$ cat src/include/tcdm_cfg.svh
// Build-time configuration of the TCDM interconnect.
// Included by the package and by every RTL module that sizes ports or arrays.
// Master and bank counts are expected to be powers of two.

`ifndef TCDM_CFG_SVH
`define TCDM_CFG_SVH

// ******************************
// Port and bank counts
// ******************************
`define TCDM_NB_MASTERS 4 // Request ports
`define TCDM_NB_BANKS 4 // Word-interleaved banks

// ******************************
// Widths
// ******************************
`define TCDM_DATA_WIDTH 32 // Word width
`define TCDM_ADDR_WIDTH 32 // Byte address width
`define TCDM_ROW_WIDTH 8 // Word index inside one bank

// Derived sizes
`define TCDM_BE_WIDTH ((`TCDM_DATA_WIDTH) / 8)
`define TCDM_BYTE_OFF_WIDTH ($clog2(`TCDM_BE_WIDTH))
`define TCDM_BANK_IDX_WIDTH ($clog2(`TCDM_NB_BANKS))
`define TCDM_MASTER_ID_WIDTH ($clog2(`TCDM_NB_MASTERS))
`define TCDM_BANK_DEPTH (1 << `TCDM_ROW_WIDTH) // Words per bank

`endif

$ cat src/design/tcdm_pkg.sv
// Shared types of the TCDM interconnect.
// Request and response bundles are packed structs so that they travel as one port.
// The address helpers define the word interleaving used by every bank.

`include "tcdm_cfg.svh"

package tcdm_pkg;

  // ******************************
  // Plain vector types
  // ******************************
  typedef logic [`TCDM_DATA_WIDTH-1:0]      data_t;
  typedef logic [`TCDM_ADDR_WIDTH-1:0]      addr_t;
  typedef logic [`TCDM_BE_WIDTH-1:0]        be_t;
  typedef logic [`TCDM_BANK_IDX_WIDTH-1:0]  bank_idx_t; // Selects a bank
  typedef logic [`TCDM_ROW_WIDTH-1:0]       row_t;      // Word inside a bank
  typedef logic [`TCDM_MASTER_ID_WIDTH-1:0] master_id_t;
  typedef logic [`TCDM_NB_MASTERS-1:0]      master_vec_t; // One bit per master

  // ******************************
  // Bus bundles
  // ******************************
  typedef struct packed {
    logic  req;
    addr_t add;
    logic  wen;   // High for read
    data_t wdata;
    be_t   be;
  } tcdm_req_t;

  typedef struct packed {
    logic  gnt;
    logic  r_valid;
    data_t r_rdata;
  } tcdm_rsp_t;

  // Bank response tagged with the requesting master
  typedef struct packed {
    logic       r_valid;
    data_t      r_rdata;
    master_id_t r_id;
  } bank_rsp_t;

  // Bank bits sit just above the byte offset
  function automatic bank_idx_t get_bank(addr_t add);
    return add[`TCDM_BYTE_OFF_WIDTH +: `TCDM_BANK_IDX_WIDTH];
  endfunction

  function automatic row_t get_row(addr_t add);
    return add[`TCDM_BYTE_OFF_WIDTH + `TCDM_BANK_IDX_WIDTH +: `TCDM_ROW_WIDTH];
  endfunction

endpackage

$ cat src/design/tcdm_req_router.sv
// Request side of the TCDM crossbar.
// Decodes the target bank of every active master request and builds, for each
// bank, the mask of masters that address it. Purely combinational.

`timescale 1ns/1ps

`include "tcdm_cfg.svh"

module tcdm_req_router
  import tcdm_pkg::*;
(
  input  tcdm_req_t   req_i      [`TCDM_NB_MASTERS],
  output master_vec_t hit_mask_o [`TCDM_NB_BANKS]
);

  // ******************************
  // Bank decode per master
  // ******************************
  bank_idx_t   target_bank [`TCDM_NB_MASTERS]; // Bank addressed by each master
  master_vec_t active;                         // Masters with a pending request

  generate
    for (genvar m = 0; m < `TCDM_NB_MASTERS; m++)
    begin : gen_decode
      assign target_bank[m] = get_bank(req_i[m].add);
      assign active[m]      = req_i[m].req;
    end
  endgenerate

  // ******************************
  // Hit masks per bank
  // ******************************
  // A master lands in exactly one mask, and only while it requests
  generate
    for (genvar b = 0; b < `TCDM_NB_BANKS; b++)
    begin : gen_bank
      for (genvar m = 0; m < `TCDM_NB_MASTERS; m++)
      begin : gen_master
        assign hit_mask_o[b][m] = active[m] &&
                                  (target_bank[m] == bank_idx_t'(b));
      end
    end
  endgenerate

endmodule

$ cat config.mk
export PLATFORM = sky130hd
export DESIGN_NAME = tcdm_req_router
export DESIGN_NICKNAME = d
export VERILOG_FILES = /design/src/design/tcdm_pkg.sv /design/src/design/tcdm_req_router.sv
export VERILOG_INCLUDE_DIRS = /design/src /design/src/include
export SDC_FILE = /design/constraint.sdc
export NUM_CORES = 1
export LEC_CHECK = 0
export BUFFER_PORTS_ARGS = -buffer_cell sky130_fd_sc_hd__buf_2
export CAP_MARGIN = 25
export CORE_AREA = 2 2 116 118
export DETAILED_ROUTE_END_ITERATION = 6
export DIE_AREA = 0 0 118 120
export PLACE_DENSITY_LB_ADDON = 0.3
export REMOVE_ABC_BUFFERS = 1
export SLEW_MARGIN = 15
export SYNTH_ARGS = -nofsm -noshare
export SYNTH_HDL_FRONTEND = slang
export SYNTH_SLANG_ARGS = --single-unit
$ cat constraint.sdc
create_clock -name vclk -period 0.8
set_input_delay 0.04 -clock vclk [all_inputs]
set_output_delay 0.04 -clock vclk [all_outputs]
set_load 0.02 [all_outputs]
======== Word level (Yosys, flattened, before mapping) ========
Cells that the tools add are included.
word-level totals
  input bits .............................. 280
  output and inout bits ................... 16
  word-level logic and storage cells ...... 32
  register bits ........................... 0
operators by class
  reductions and logical operators ........ 20
  equal/unequal tests ..................... 12
operator list
  operator                                              count
  equality test 2 bit (second input constant)           8
  logical AND 1 bit                                     16
  equality test 2 x 1 -> 1 bit (second input constant)  4
  zero test 2 bit                                       4

======== Depth between registers and ports, before layout ========
  word-level depth ........................ 2
  gate-level depth with buffers ........... 1
  mapped depth without buffers ............ 1

======== Worst setup path before layout ========
OpenSTA, ideal clock, no wires.
  path kind ............................... input port to output port
  from .................................... in req_i[250] (netlist name)
  to ...................................... out hit_mask_o[12] (netlist name)
  required time ........................... 0.760 ns
  slack ................................... 0.382 ns
  buffers on the path ..................... 0
  stages .................................. 1
  arrival ................................. 0.378 ns
  path through ............................ nor3b_2
on the way
  longest elaborated chain between the ends .. 2
ends and longest elaborated chain
  element             line                   text
  start: declaration  tcdm_req_router.sv:12  input tcdm_req_t req_i [`TCDM_NB_MASTERS],
  zero test 2 bit     tcdm_req_router.sv:40  (target_bank[m] == bank_idx_t'(b));
  logical AND 1 bit   tcdm_req_router.sv:39  assign hit_mask_o[b][m] = active[m] &&
  end: declaration    tcdm_req_router.sv:13  output master_vec_t hit_mask_o [`TCDM_NB_BANKS]
Every way passes these cells.

==> summary.txt <==
STA
  – RSZ-0062 raised after global routing: no
  – Fmax: 1714 MHz
  – Final hold violation count: 0
  – Setup TNS: 0 ns
  – Slew @ Worst Pin: 0.1426 ns
  – Minimum clock period: 0.5833 ns
  – Final Max Slew Viols: 0
  – Worst rel slew slack: 90.56%
  – Final setup violation count: 0
  – Final period utilization: 72.91%

Pwr
  – Int Power: 0.06778 mW
  – Combinational power share: between 90% and 100%
  – Power share of the clock group: 0%
  – Pleak: ~0.22 nW
  – Worst IR Drop VDD: between 0.06 and 0.07 mV
  – Sw frac: a little under three fifths
  – PD cells: 306.4 nW/um2
  – Seq pwr share: 0%
  – Switching pwr: 0.08939 mW

Final layout
  – Util after Layout: approximately 4.0%
  – # clk buffers: 0
  – Sequential Area: 0 um2
  – Num sequential: 0
  – Share of layout cells above drive strength 1: 81.82%
  – # fillers: approximately 1600
  – Final nets: ~330
  – Multi-input gate area: about 150 um2
  – Layout area overhead: 241.7%
  – Post-Layout Cell Count: roughly 220

Synth
  – Most area-consuming cells after synthesis: and3b_1, nor3b_2, and3_2
  – Netlist Area Pre-Place: ~150 um2
  – Mean Syn Cell Area: 9.384 um2
  – Count leader, synth: and3b_1
  – Synth warnings: 0
  – Yosys cell types: 3
  – Sequential share of the synthesized area: 0%
  – List of most frequent post-synthesis cells: and3b_1, and3_2, nor3b_2
  – Synth area leader: and3b_1
  – Share of the synthesized area in the top cell type: 46.67%
  – Gate Count Post-Synth: 16

Die
  – Io pins: ~300
  – Die W: 118 um
  – Die area: 14160 um2
  – Rows: 42
  – Die height: around 120 um
  – Initial Util: around 1.2%
  – Core area: about 13000 um2

Clock tree
  – # resized after CTS: 0
  – Setup Fix Bufs, Post-CTS: 0
  – Cts hold-fix bufs: 0

GRT
  – Antenna violations before repair: 3
  – Tot GR Track Use: 1.156%
  – First-pass GRT wire length: 1.221 mm
  – Pin count of the biggest net entering global routing: 5
  – Vias in the first global route: ~200
  – GRT overflow: 0

Setup path
  – Critical Path RT: 0.76 ns
  – CP endpoint kind: primary output
  – WP data arrival: ~0.54 ns
  – Kind of critical path: input pin to primary output
  – Crit-path max FO: 4
  – Crit start category: input pin

Min path
  – Hold Path Cell Cnt: 3
  – Min-Delay Path Class: input pin to primary output
  – Hold EP: hit_mask_o[14]
  – Hold Crit Start: req_i[110]

Run
  – Maxcap violations: 0

Place
  – PortBufs: 28
  – Placed Instances: 220
  – RePlAce Congestion: 0.6180

Route
  – First drt pass iteration count: 2
  – # DRC: 0
  – Post-DRT Antenna Nets: 0
  – Routed Wire Length: approximately 900 um
  – DR iter-0 viols: 3
  – Vias after detailed routing: 254
  – Wire per inst: 4.050 um
  – Post-DR vias/cell: 1.149

Outcome
  – Status: finished, final reports clean
## critical path, stage by stage
cell and delay, ns:
buf_2 0.12, and3b_1 0.20, buf_2 0.18
## final cells by class
type | count | share of cell area, %
diodes | 1 | 0.4878
multi-input cells | 16 | 29.27
repair buffers | 28 | 27.32
well taps | 176 | 42.93
## per-layer routing
metal / GRT usage (%) / vias to the layer above / wire, um
met5: 0 / - / 27
met4: 0 / 4 / 2
met3: 1.426 / 4 / 246
met2: 1.417 / 25 / 272
met1: 1.319 / 99 / 347
li1: - / 122 / -
## cell usage in the layout (no fill, tap or decap)
master,count
and3_2,4
and3b_1,8
buf_2,28
diode_2,1
nor3b_2,4
## logic make-up after synthesis
family	after synthesis	synth area share, %
and+or+nand+nor	16	100.0
## how the worst max path moves through the flow
stage | slack, ns | from | endpoint
final | 0.22 | req_i[109] | hit_mask_o[6]
after global routing | 0.18 | req_i[109] | hit_mask_o[6]
after CTS | 0.20 | req_i[109] | hit_mask_o[6]
after detailed placement | 0.20 | req_i[109] | hit_mask_o[6]
after global placement | 0.21 | req_i[110] | hit_mask_o[10]
after floorplan | 0.38 | req_i[250] | hit_mask_o[12]
## power by group through the flow
| stage | clock network, mW | registers [mW] | logic, mW |
|---|---|---|---|
| 2_1_floorplan | 0 | 0 | 0.0762 |
| 3_3_place_gp | 0 | 0 | 0.157 |
| 3_5_place_dp | 0 | 0 | 0.160 |
| 4_1_cts | 0 | 0 | 0.160 |
| 5_1_grt | 0.000000167 | 0 | 0.171 |
| 6_report | 0.000000167 | 0 | 0.157 |
## stage by stage
step | hold slack [ns] | power (mW) | cell area [um2] | setup WS, ns
2_1_floorplan | 0.1311 | 0.07616 | 150.1 | 0.3824
3_3_place_gp | 0.3704 | 0.1569 | 510.5 | 0.2083
3_5_place_dp | 0.3769 | 0.1597 | 510.5 | 0.2014
4_1_cts | 0.3772 | 0.1600 | 510.5 | 0.2014
5_1_grt | 0.3953 | 0.1707 | 513.0 | 0.1781
6_report | 0.3747 | 0.1572 | 513.0 | 0.2167
No activity file was read; power rests on OpenSTA's default activity.
