$ cat config.mk
export PLATFORM = sky130hd
export DESIGN_NAME = tcdm_resp_router
export DESIGN_NICKNAME = d
export VERILOG_FILES = /design/src/design/tcdm_pkg.sv /design/src/design/tcdm_resp_router.sv
export VERILOG_INCLUDE_DIRS = /design/src /design/src/include
export SDC_FILE = /design/constraint.sdc
export NUM_CORES = 1
export LEC_CHECK = 0
export BUFFER_PORTS_ARGS = -buffer_cell sky130_fd_sc_hd__buf_2
export CAP_MARGIN = 20
export CORE_AREA = 3 3 154 81
export DETAILED_ROUTE_END_ITERATION = 10
export DIE_AREA = 0 0 157 84
export PLACE_DENSITY = 0.95
export SLEW_MARGIN = 20
export SYNTH_ARGS = -nofsm -noshare
export SYNTH_HDL_FRONTEND = slang
export SYNTH_SLANG_ARGS = --single-unit
$ cat constraint.sdc
create_clock -name vclk -period 2.4
set_clock_uncertainty 0.05 [all_clocks]
set_input_delay 0.48 -clock vclk [all_inputs]
set_output_delay 0.48 -clock vclk [all_outputs]
set_load 0.005 [all_outputs]
$ cat src/include/tcdm_cfg.svh
// Build-time configuration of the TCDM interconnect.
// Included by the package and by every RTL module that sizes ports or arrays.
// Master and bank counts are expected to be powers of two.

`ifndef TCDM_CFG_SVH
`define TCDM_CFG_SVH

// ******************************
// Port and bank counts
// ******************************
`define TCDM_NB_MASTERS 4 // Request ports
`define TCDM_NB_BANKS 4 // Word-interleaved banks

// ******************************
// Widths
// ******************************
`define TCDM_DATA_WIDTH 32 // Word width
`define TCDM_ADDR_WIDTH 32 // Byte address width
`define TCDM_ROW_WIDTH 8 // Word index inside one bank

// Derived sizes
`define TCDM_BE_WIDTH ((`TCDM_DATA_WIDTH) / 8)
`define TCDM_BYTE_OFF_WIDTH ($clog2(`TCDM_BE_WIDTH))
`define TCDM_BANK_IDX_WIDTH ($clog2(`TCDM_NB_BANKS))
`define TCDM_MASTER_ID_WIDTH ($clog2(`TCDM_NB_MASTERS))
`define TCDM_BANK_DEPTH (1 << `TCDM_ROW_WIDTH) // Words per bank

`endif

$ cat src/design/tcdm_pkg.sv
// Shared types of the TCDM interconnect.
// Request and response bundles are packed structs so that they travel as one port.
// The address helpers define the word interleaving used by every bank.

`include "tcdm_cfg.svh"

package tcdm_pkg;

  // ******************************
  // Plain vector types
  // ******************************
  typedef logic [`TCDM_DATA_WIDTH-1:0]      data_t;
  typedef logic [`TCDM_ADDR_WIDTH-1:0]      addr_t;
  typedef logic [`TCDM_BE_WIDTH-1:0]        be_t;
  typedef logic [`TCDM_BANK_IDX_WIDTH-1:0]  bank_idx_t; // Selects a bank
  typedef logic [`TCDM_ROW_WIDTH-1:0]       row_t;      // Word inside a bank
  typedef logic [`TCDM_MASTER_ID_WIDTH-1:0] master_id_t;
  typedef logic [`TCDM_NB_MASTERS-1:0]      master_vec_t; // One bit per master

  // ******************************
  // Bus bundles
  // ******************************
  typedef struct packed {
    logic  req;
    addr_t add;
    logic  wen;   // High for read
    data_t wdata;
    be_t   be;
  } tcdm_req_t;

  typedef struct packed {
    logic  gnt;
    logic  r_valid;
    data_t r_rdata;
  } tcdm_rsp_t;

  // Bank response tagged with the requesting master
  typedef struct packed {
    logic       r_valid;
    data_t      r_rdata;
    master_id_t r_id;
  } bank_rsp_t;

  // Bank bits sit just above the byte offset
  function automatic bank_idx_t get_bank(addr_t add);
    return add[`TCDM_BYTE_OFF_WIDTH +: `TCDM_BANK_IDX_WIDTH];
  endfunction

  function automatic row_t get_row(addr_t add);
    return add[`TCDM_BYTE_OFF_WIDTH + `TCDM_BANK_IDX_WIDTH +: `TCDM_ROW_WIDTH];
  endfunction

endpackage

$ cat src/design/tcdm_resp_router.sv
// Response side of the TCDM crossbar.
// Merges the per-bank grant vectors into one gnt per master and steers every
// valid bank response back to the master named by its id. Purely combinational.

`timescale 1ns/1ps

`include "tcdm_cfg.svh"

module tcdm_resp_router
  import tcdm_pkg::*;
(
  input  master_vec_t gnt_i      [`TCDM_NB_BANKS],
  input  bank_rsp_t   bank_rsp_i [`TCDM_NB_BANKS],
  output tcdm_rsp_t   rsp_o      [`TCDM_NB_MASTERS]
);

  // Per master, the banks whose current response belongs to it
  logic [`TCDM_NB_BANKS-1:0] rsp_hit [`TCDM_NB_MASTERS];
  // Per master, the banks granting it this cycle
  logic [`TCDM_NB_BANKS-1:0] gnt_hit [`TCDM_NB_MASTERS];

  // ******************************
  // Match matrix
  // ******************************
  generate
    for (genvar m = 0; m < `TCDM_NB_MASTERS; m++)
    begin : gen_master
      for (genvar b = 0; b < `TCDM_NB_BANKS; b++)
      begin : gen_bank
        assign gnt_hit[m][b] = gnt_i[b][m];
        assign rsp_hit[m][b] = bank_rsp_i[b].r_valid &&
                               (bank_rsp_i[b].r_id == master_id_t'(m));
      end
    end
  endgenerate

  // ******************************
  // Output merge
  // ******************************
  // A master is granted by at most one bank, so one hit at most per row
  always_comb
  begin
    for (int m = 0; m < `TCDM_NB_MASTERS; m++)
    begin
      rsp_o[m].gnt     = |gnt_hit[m];
      rsp_o[m].r_valid = |rsp_hit[m];
      rsp_o[m].r_rdata = '0;
      for (int b = 0; b < `TCDM_NB_BANKS; b++)
      begin
        if (rsp_hit[m][b])
          rsp_o[m].r_rdata = bank_rsp_i[b].r_rdata;
      end
    end
  end

endmodule

# [Word level (Yosys, flattened, before mapping)]
# Cells that the tools add are included.
[totals] out_inout_bits=136 inputBits=156 elab_cells=56 register_bits=0
[classes] n_reduce_logical=28 muxes=16 n_eq_ne=12
[op_table] cell="2-to-1 mux 32 bit" count=16
[op_table] cell="OR reduction 4 bit" count=8
[op_table] cell="equality test 2 bit, second input constant" count=8
[op_table] cell="logical AND 1 bit" count=16
[op_table] cell="equality test 2 x 1 -> 1 bit, second input constant" count=4
[op_table] cell="logical NOT 2 bit" count=4

# [Logic depth before layout (Yosys ltp)]
[depth] depth_word=6 ltp_mapped=6 ltp_nobuf=3

# [Least setup slack after synthesis]
# OpenSTA, ideal clock, no wires.
[synth_path] path_type="input-to-output" startpoint="input port bank_rsp_i[71] (netlist name)" endpoint="output port rsp_o[103] (netlist name)" path_buffers=2 required_ns=1.870 stages=5 t_arrival_ns=1.467 setup_slack_ns=0.403 path_cell_list="or3b_1 -> buf_2 -> buf_6 -> a311oi_2 -> o21ai_1"
[synth_rtl] element="start: declaration" line="tcdm_resp_router.sv:13" rtl="input bank_rsp_t bank_rsp_i [`TCDM_NB_BANKS],"
[synth_rtl] element="end: declaration" line="tcdm_resp_router.sv:14" rtl="output tcdm_rsp_t rsp_o [`TCDM_NB_MASTERS]"

==> impl_metrics.xml <==
<?xml version="1.0" encoding="UTF-8"?>
<metrics>
  <group name="worst_setup_path">
    <metric name="critPathRequiredTime" unit="ps">1870</metric>
    <metric name="timing.critical_path.max_delay_family" unit="">compound AO/OA/AOI/OAI gates</metric>
    <metric name="critPathCaptureType" unit="">output port</metric>
    <metric name="worstSetupPathType" unit="">in -&gt; out</metric>
    <metric name="critical_path.slowest_cell" unit="">o311a_1</metric>
    <metric name="critical-path-max-stage-delay" unit="ps">370</metric>
    <metric name="path_max_fanout" unit="">22</metric>
    <metric name="cp-start-kind" unit="">input pin</metric>
    <metric name="critical_path.cell_chain" unit="">buf_4 -&gt; and3b_1 -&gt; buf_4 -&gt; o311a_1 -&gt; o2bb2ai_2 -&gt; buf_2</metric>
    <metric name="cp_data_arrival_time" unit="ps">1830</metric>
    <metric name="stages_on_worst_setup_path" unit="">6</metric>
    <metric name="path_common_cell" unit="">buf_4</metric>
    <metric name="worst-path-buf-inv" unit="">3</metric>
  </group>
  <group name="floorplanning">
    <metric name="die_area" unit="mm2">0.0132</metric>
    <metric name="die_x" unit="um">157</metric>
    <metric name="initial_standard_cell_utilization_of_the_core" unit="%">48.5</metric>
    <metric name="height_of_the_die" unit="um">84</metric>
    <metric name="ios" unit="">292</metric>
    <metric name="rows" unit="">27</metric>
    <metric name="fp.coreArea" unit="mm2">0.0110</metric>
  </group>
  <group name="hold_path">
    <metric name="timing.hold.worst.start" unit="">gnt_i[10]</metric>
    <metric name="hold_path_class" unit="">in -&gt; out</metric>
    <metric name="whs_endpoint" unit="">rsp_o[67]</metric>
    <metric name="worstHoldPathCells" unit="">3</metric>
  </group>
  <group name="sta">
    <metric name="finalCriticalPeriod" unit="ps">2360</metric>
    <metric name="final-setup-viol-count" unit="">0</metric>
    <metric name="rsz0062_at_grt" unit="">no</metric>
    <metric name="timing_max_transition_violations_final" unit="">0</metric>
    <metric name="worst_setup_margin" unit="ps">37.5</metric>
    <metric name="final.period_utilization" unit="%">98.4</metric>
    <metric name="timing.max_slew.rel_slack" unit="%">71.2</metric>
    <metric name="finalHoldViolCount" unit="">0</metric>
    <metric name="maxClockFrequency" unit="MHz">423</metric>
    <metric name="tightestPinTransition" unit="ps">432</metric>
  </group>
  <group name="finish">
    <metric name="most_frequent_cells_in_the_layout" unit="">buf_2 (289), o21ai_0 (94), nand4b_1 (66)</metric>
    <metric name="area_growth" unit="%">33.9</metric>
    <metric name="layout.area.seq" unit="um2">0</metric>
    <metric name="nFlopsAndLatches" unit="">0</metric>
    <metric name="post_route_cells_drive_above_1_share" unit="%">40.5</metric>
    <metric name="nNetsFinal" unit="">1111</metric>
    <metric name="final.clkbuf_count" unit="">0</metric>
    <metric name="antenna_cells_inserted" unit="">0</metric>
    <metric name="layout.cells.most_common" unit="">buf_2</metric>
    <metric name="finalCoreUtilization" unit="%">64.9</metric>
  </group>
  <group name="power_and_ir_drop">
    <metric name="cellLeakagePower" unit="nW">3.12</metric>
    <metric name="power-per-cell-area" unit="mW/mm2">197</metric>
    <metric name="vdd_ir_drop_max" unit="mV">0.0823</metric>
  </group>
  <group name="drt">
    <metric name="avgViaCountPerCell" unit="">7.90</metric>
    <metric name="routed-via-count" unit="">8669</metric>
    <metric name="wl_per_cell" unit="um">24.7</metric>
    <metric name="drt_iter0_drc" unit="">1792</metric>
    <metric name="detail_route.drc_violations" unit="">0</metric>
    <metric name="detail_route.wirelength" unit="um">27100</metric>
    <metric name="drt_first_pass_iters" unit="">8</metric>
    <metric name="drt.antenna.violating_nets" unit="">0</metric>
  </group>
  <group name="synth">
    <metric name="synthesis.nets" unit="">890</metric>
    <metric name="synth_seq_area_share" unit="%">0</metric>
    <metric name="gate_count_after_technology_mapping" unit="">734</metric>
    <metric name="synth_area_per_cell" unit="um2">7.29</metric>
    <metric name="ys_types" unit="">29</metric>
    <metric name="yosys_warnings" unit="">0</metric>
    <metric name="netlist_area" unit="mm2">0.00535</metric>
  </group>
  <group name="cts">
    <metric name="postCtsHoldBufs" unit="">0</metric>
  </group>
  <group name="placement">
    <metric name="port_buffers" unit="">292</metric>
    <metric name="finalWeightedCongestion" unit="">0.958</metric>
    <metric name="pre_cts_slack" unit="ps">-106</metric>
    <metric name="detailed_place_hpwl" unit="um">18400</metric>
  </group>
  <group name="grt">
    <metric name="grt_overflow_total" unit="">0</metric>
    <metric name="first_global_vias" unit="">8409</metric>
    <metric name="grt_antenna_before_repair" unit="">0</metric>
    <metric name="grt_first_pass_wirelength" unit="um">42300</metric>
    <metric name="grt_start_max_net_pins" unit="">85</metric>
    <metric name="track_usage" unit="%">37.7</metric>
  </group>
  <group name="run_status">
    <metric name="run_status" unit="">completed</metric>
  </group>
  <group name="run">
    <metric name="max-cap-violations" unit="">0</metric>
  </group>
</metrics>
-- metal layers --
metal	global-route usage (%)	vias up	share of wire [%]	wire length, um
li1	-	3538	-	-
met1	47.1	3831	35	9450
met2	59.6	1009	44	11900
met3	7.35	291	15	4020
met4	22.9	0	6.5	1770
met5	0	-	0	0
-- worst max-delay path by stage --
| stage | start | endpoint | slack [ps] |
|---|---|---|---|
| after global routing | bank_rsp_i[71] | rsp_o[94] | 7 |
| final | bank_rsp_i[71] | rsp_o[94] | 40 |
| after CTS | bank_rsp_i[71] | rsp_o[1] | 50 |
| after floorplan | bank_rsp_i[71] | rsp_o[103] | 400 |
| after detailed placement | bank_rsp_i[71] | rsp_o[1] | -110 |
| after global placement | bank_rsp_i[71] | rsp_o[9] | -20 |
-- Yosys cell counts --
| cell | number | area (um2) |
|---|---|---|
| o21ai_0 | 94 | 470 |
| clkbuf_1 | 72 | 270 |
| nand4b_1 | 66 | 578 |
| o2bb2ai_1 | 64 | 561 |
| o311a_1 | 64 | 641 |
| buf_2 | 40 | 200 |
| nand2_1 | 34 | 128 |
| o21ai_1 | 34 | 170 |
| a22o_1 | 32 | 280 |
| a311o_1 | 32 | 320 |
| and4_1 | 32 | 280 |
| inv_1 | 32 | 120 |
| nor4bb_1 | 32 | 320 |
| o21a_1 | 32 | 240 |
| a311oi_2 | 30 | 450 |
| nand3b_1 | 6 | 45.0 |
| buf_1 | 5 | 18.8 |
| or4_1 | 5 | 37.5 |
| buf_6 | 4 | 45.0 |
| nand3_1 | 4 | 20.0 |
| and3_1 | 3 | 18.8 |
| buf_4 | 3 | 22.5 |
| nor3b_2 | 3 | 37.5 |
| or3b_1 | 3 | 26.3 |
| a311oi_1 | 2 | 17.5 |
| and3b_1 | 2 | 17.5 |
| nor2_1 | 2 | 7.51 |
| inv_2 | 1 | 3.75 |
| nand4_1 | 1 | 6.26 |
-- stage by stage --
step | std cells | cell area (um2) | TNS (ps) | hold slack, ps | total power, mW
2_1_floorplan | 734 | 5350 | 0 | 999 | 0.708
3_3_place_gp | 1095 | 7050 | -141 | 1160 | 1.27
3_5_place_dp | 1095 | 7050 | -1580 | 1160 | 1.32
4_1_cts | 1096 | 7100 | 0 | 1160 | 1.34
5_1_grt | 1098 | 7170 | 0 | 1180 | 1.49
6_report | 1098 | 7170 | 0 | 1160 | 1.41
-- kinds of logic (layout without fill, tap and decap cells) --
| group | after synthesis | in the layout | share of synthesized area (%) |
|---|---|---|---|
| AO/OA/AOI/OAI | 384 | 384 | 58.8 |
| AND/OR/NAND/NOR | 193 | 193 | 28.4 |
| buffers and inverters | 157 | 376 | 12.7 |
-- layout make-up --
| type | instances | area, um2 |
|---|---|---|
| fillers | 907 | 3880 |
| multi-input cells | 577 | 4740 |
| well taps | 145 | 181 |
| repair buffers | 343 | 2120 |
| inverters | 33 | 124 |
-- what timing repair did --
action | in CTS | in global routing
endpoints found under the setup margin | 34 | 5
gates resized for setup | 3 | 6
endpoints found under the hold margin | 0 | 0
buffers inserted | 0 | 1
gates cloned | 1 | 1
-- report_power, final --
part	switching [mW]	total, mW	internal (mW)
registers	0	0	0
clock network	0	0	0
logic	0.767	1.41	0.643
total	0.767	1.41	0.643
No activity file was read; power rests on OpenSTA's default activity.
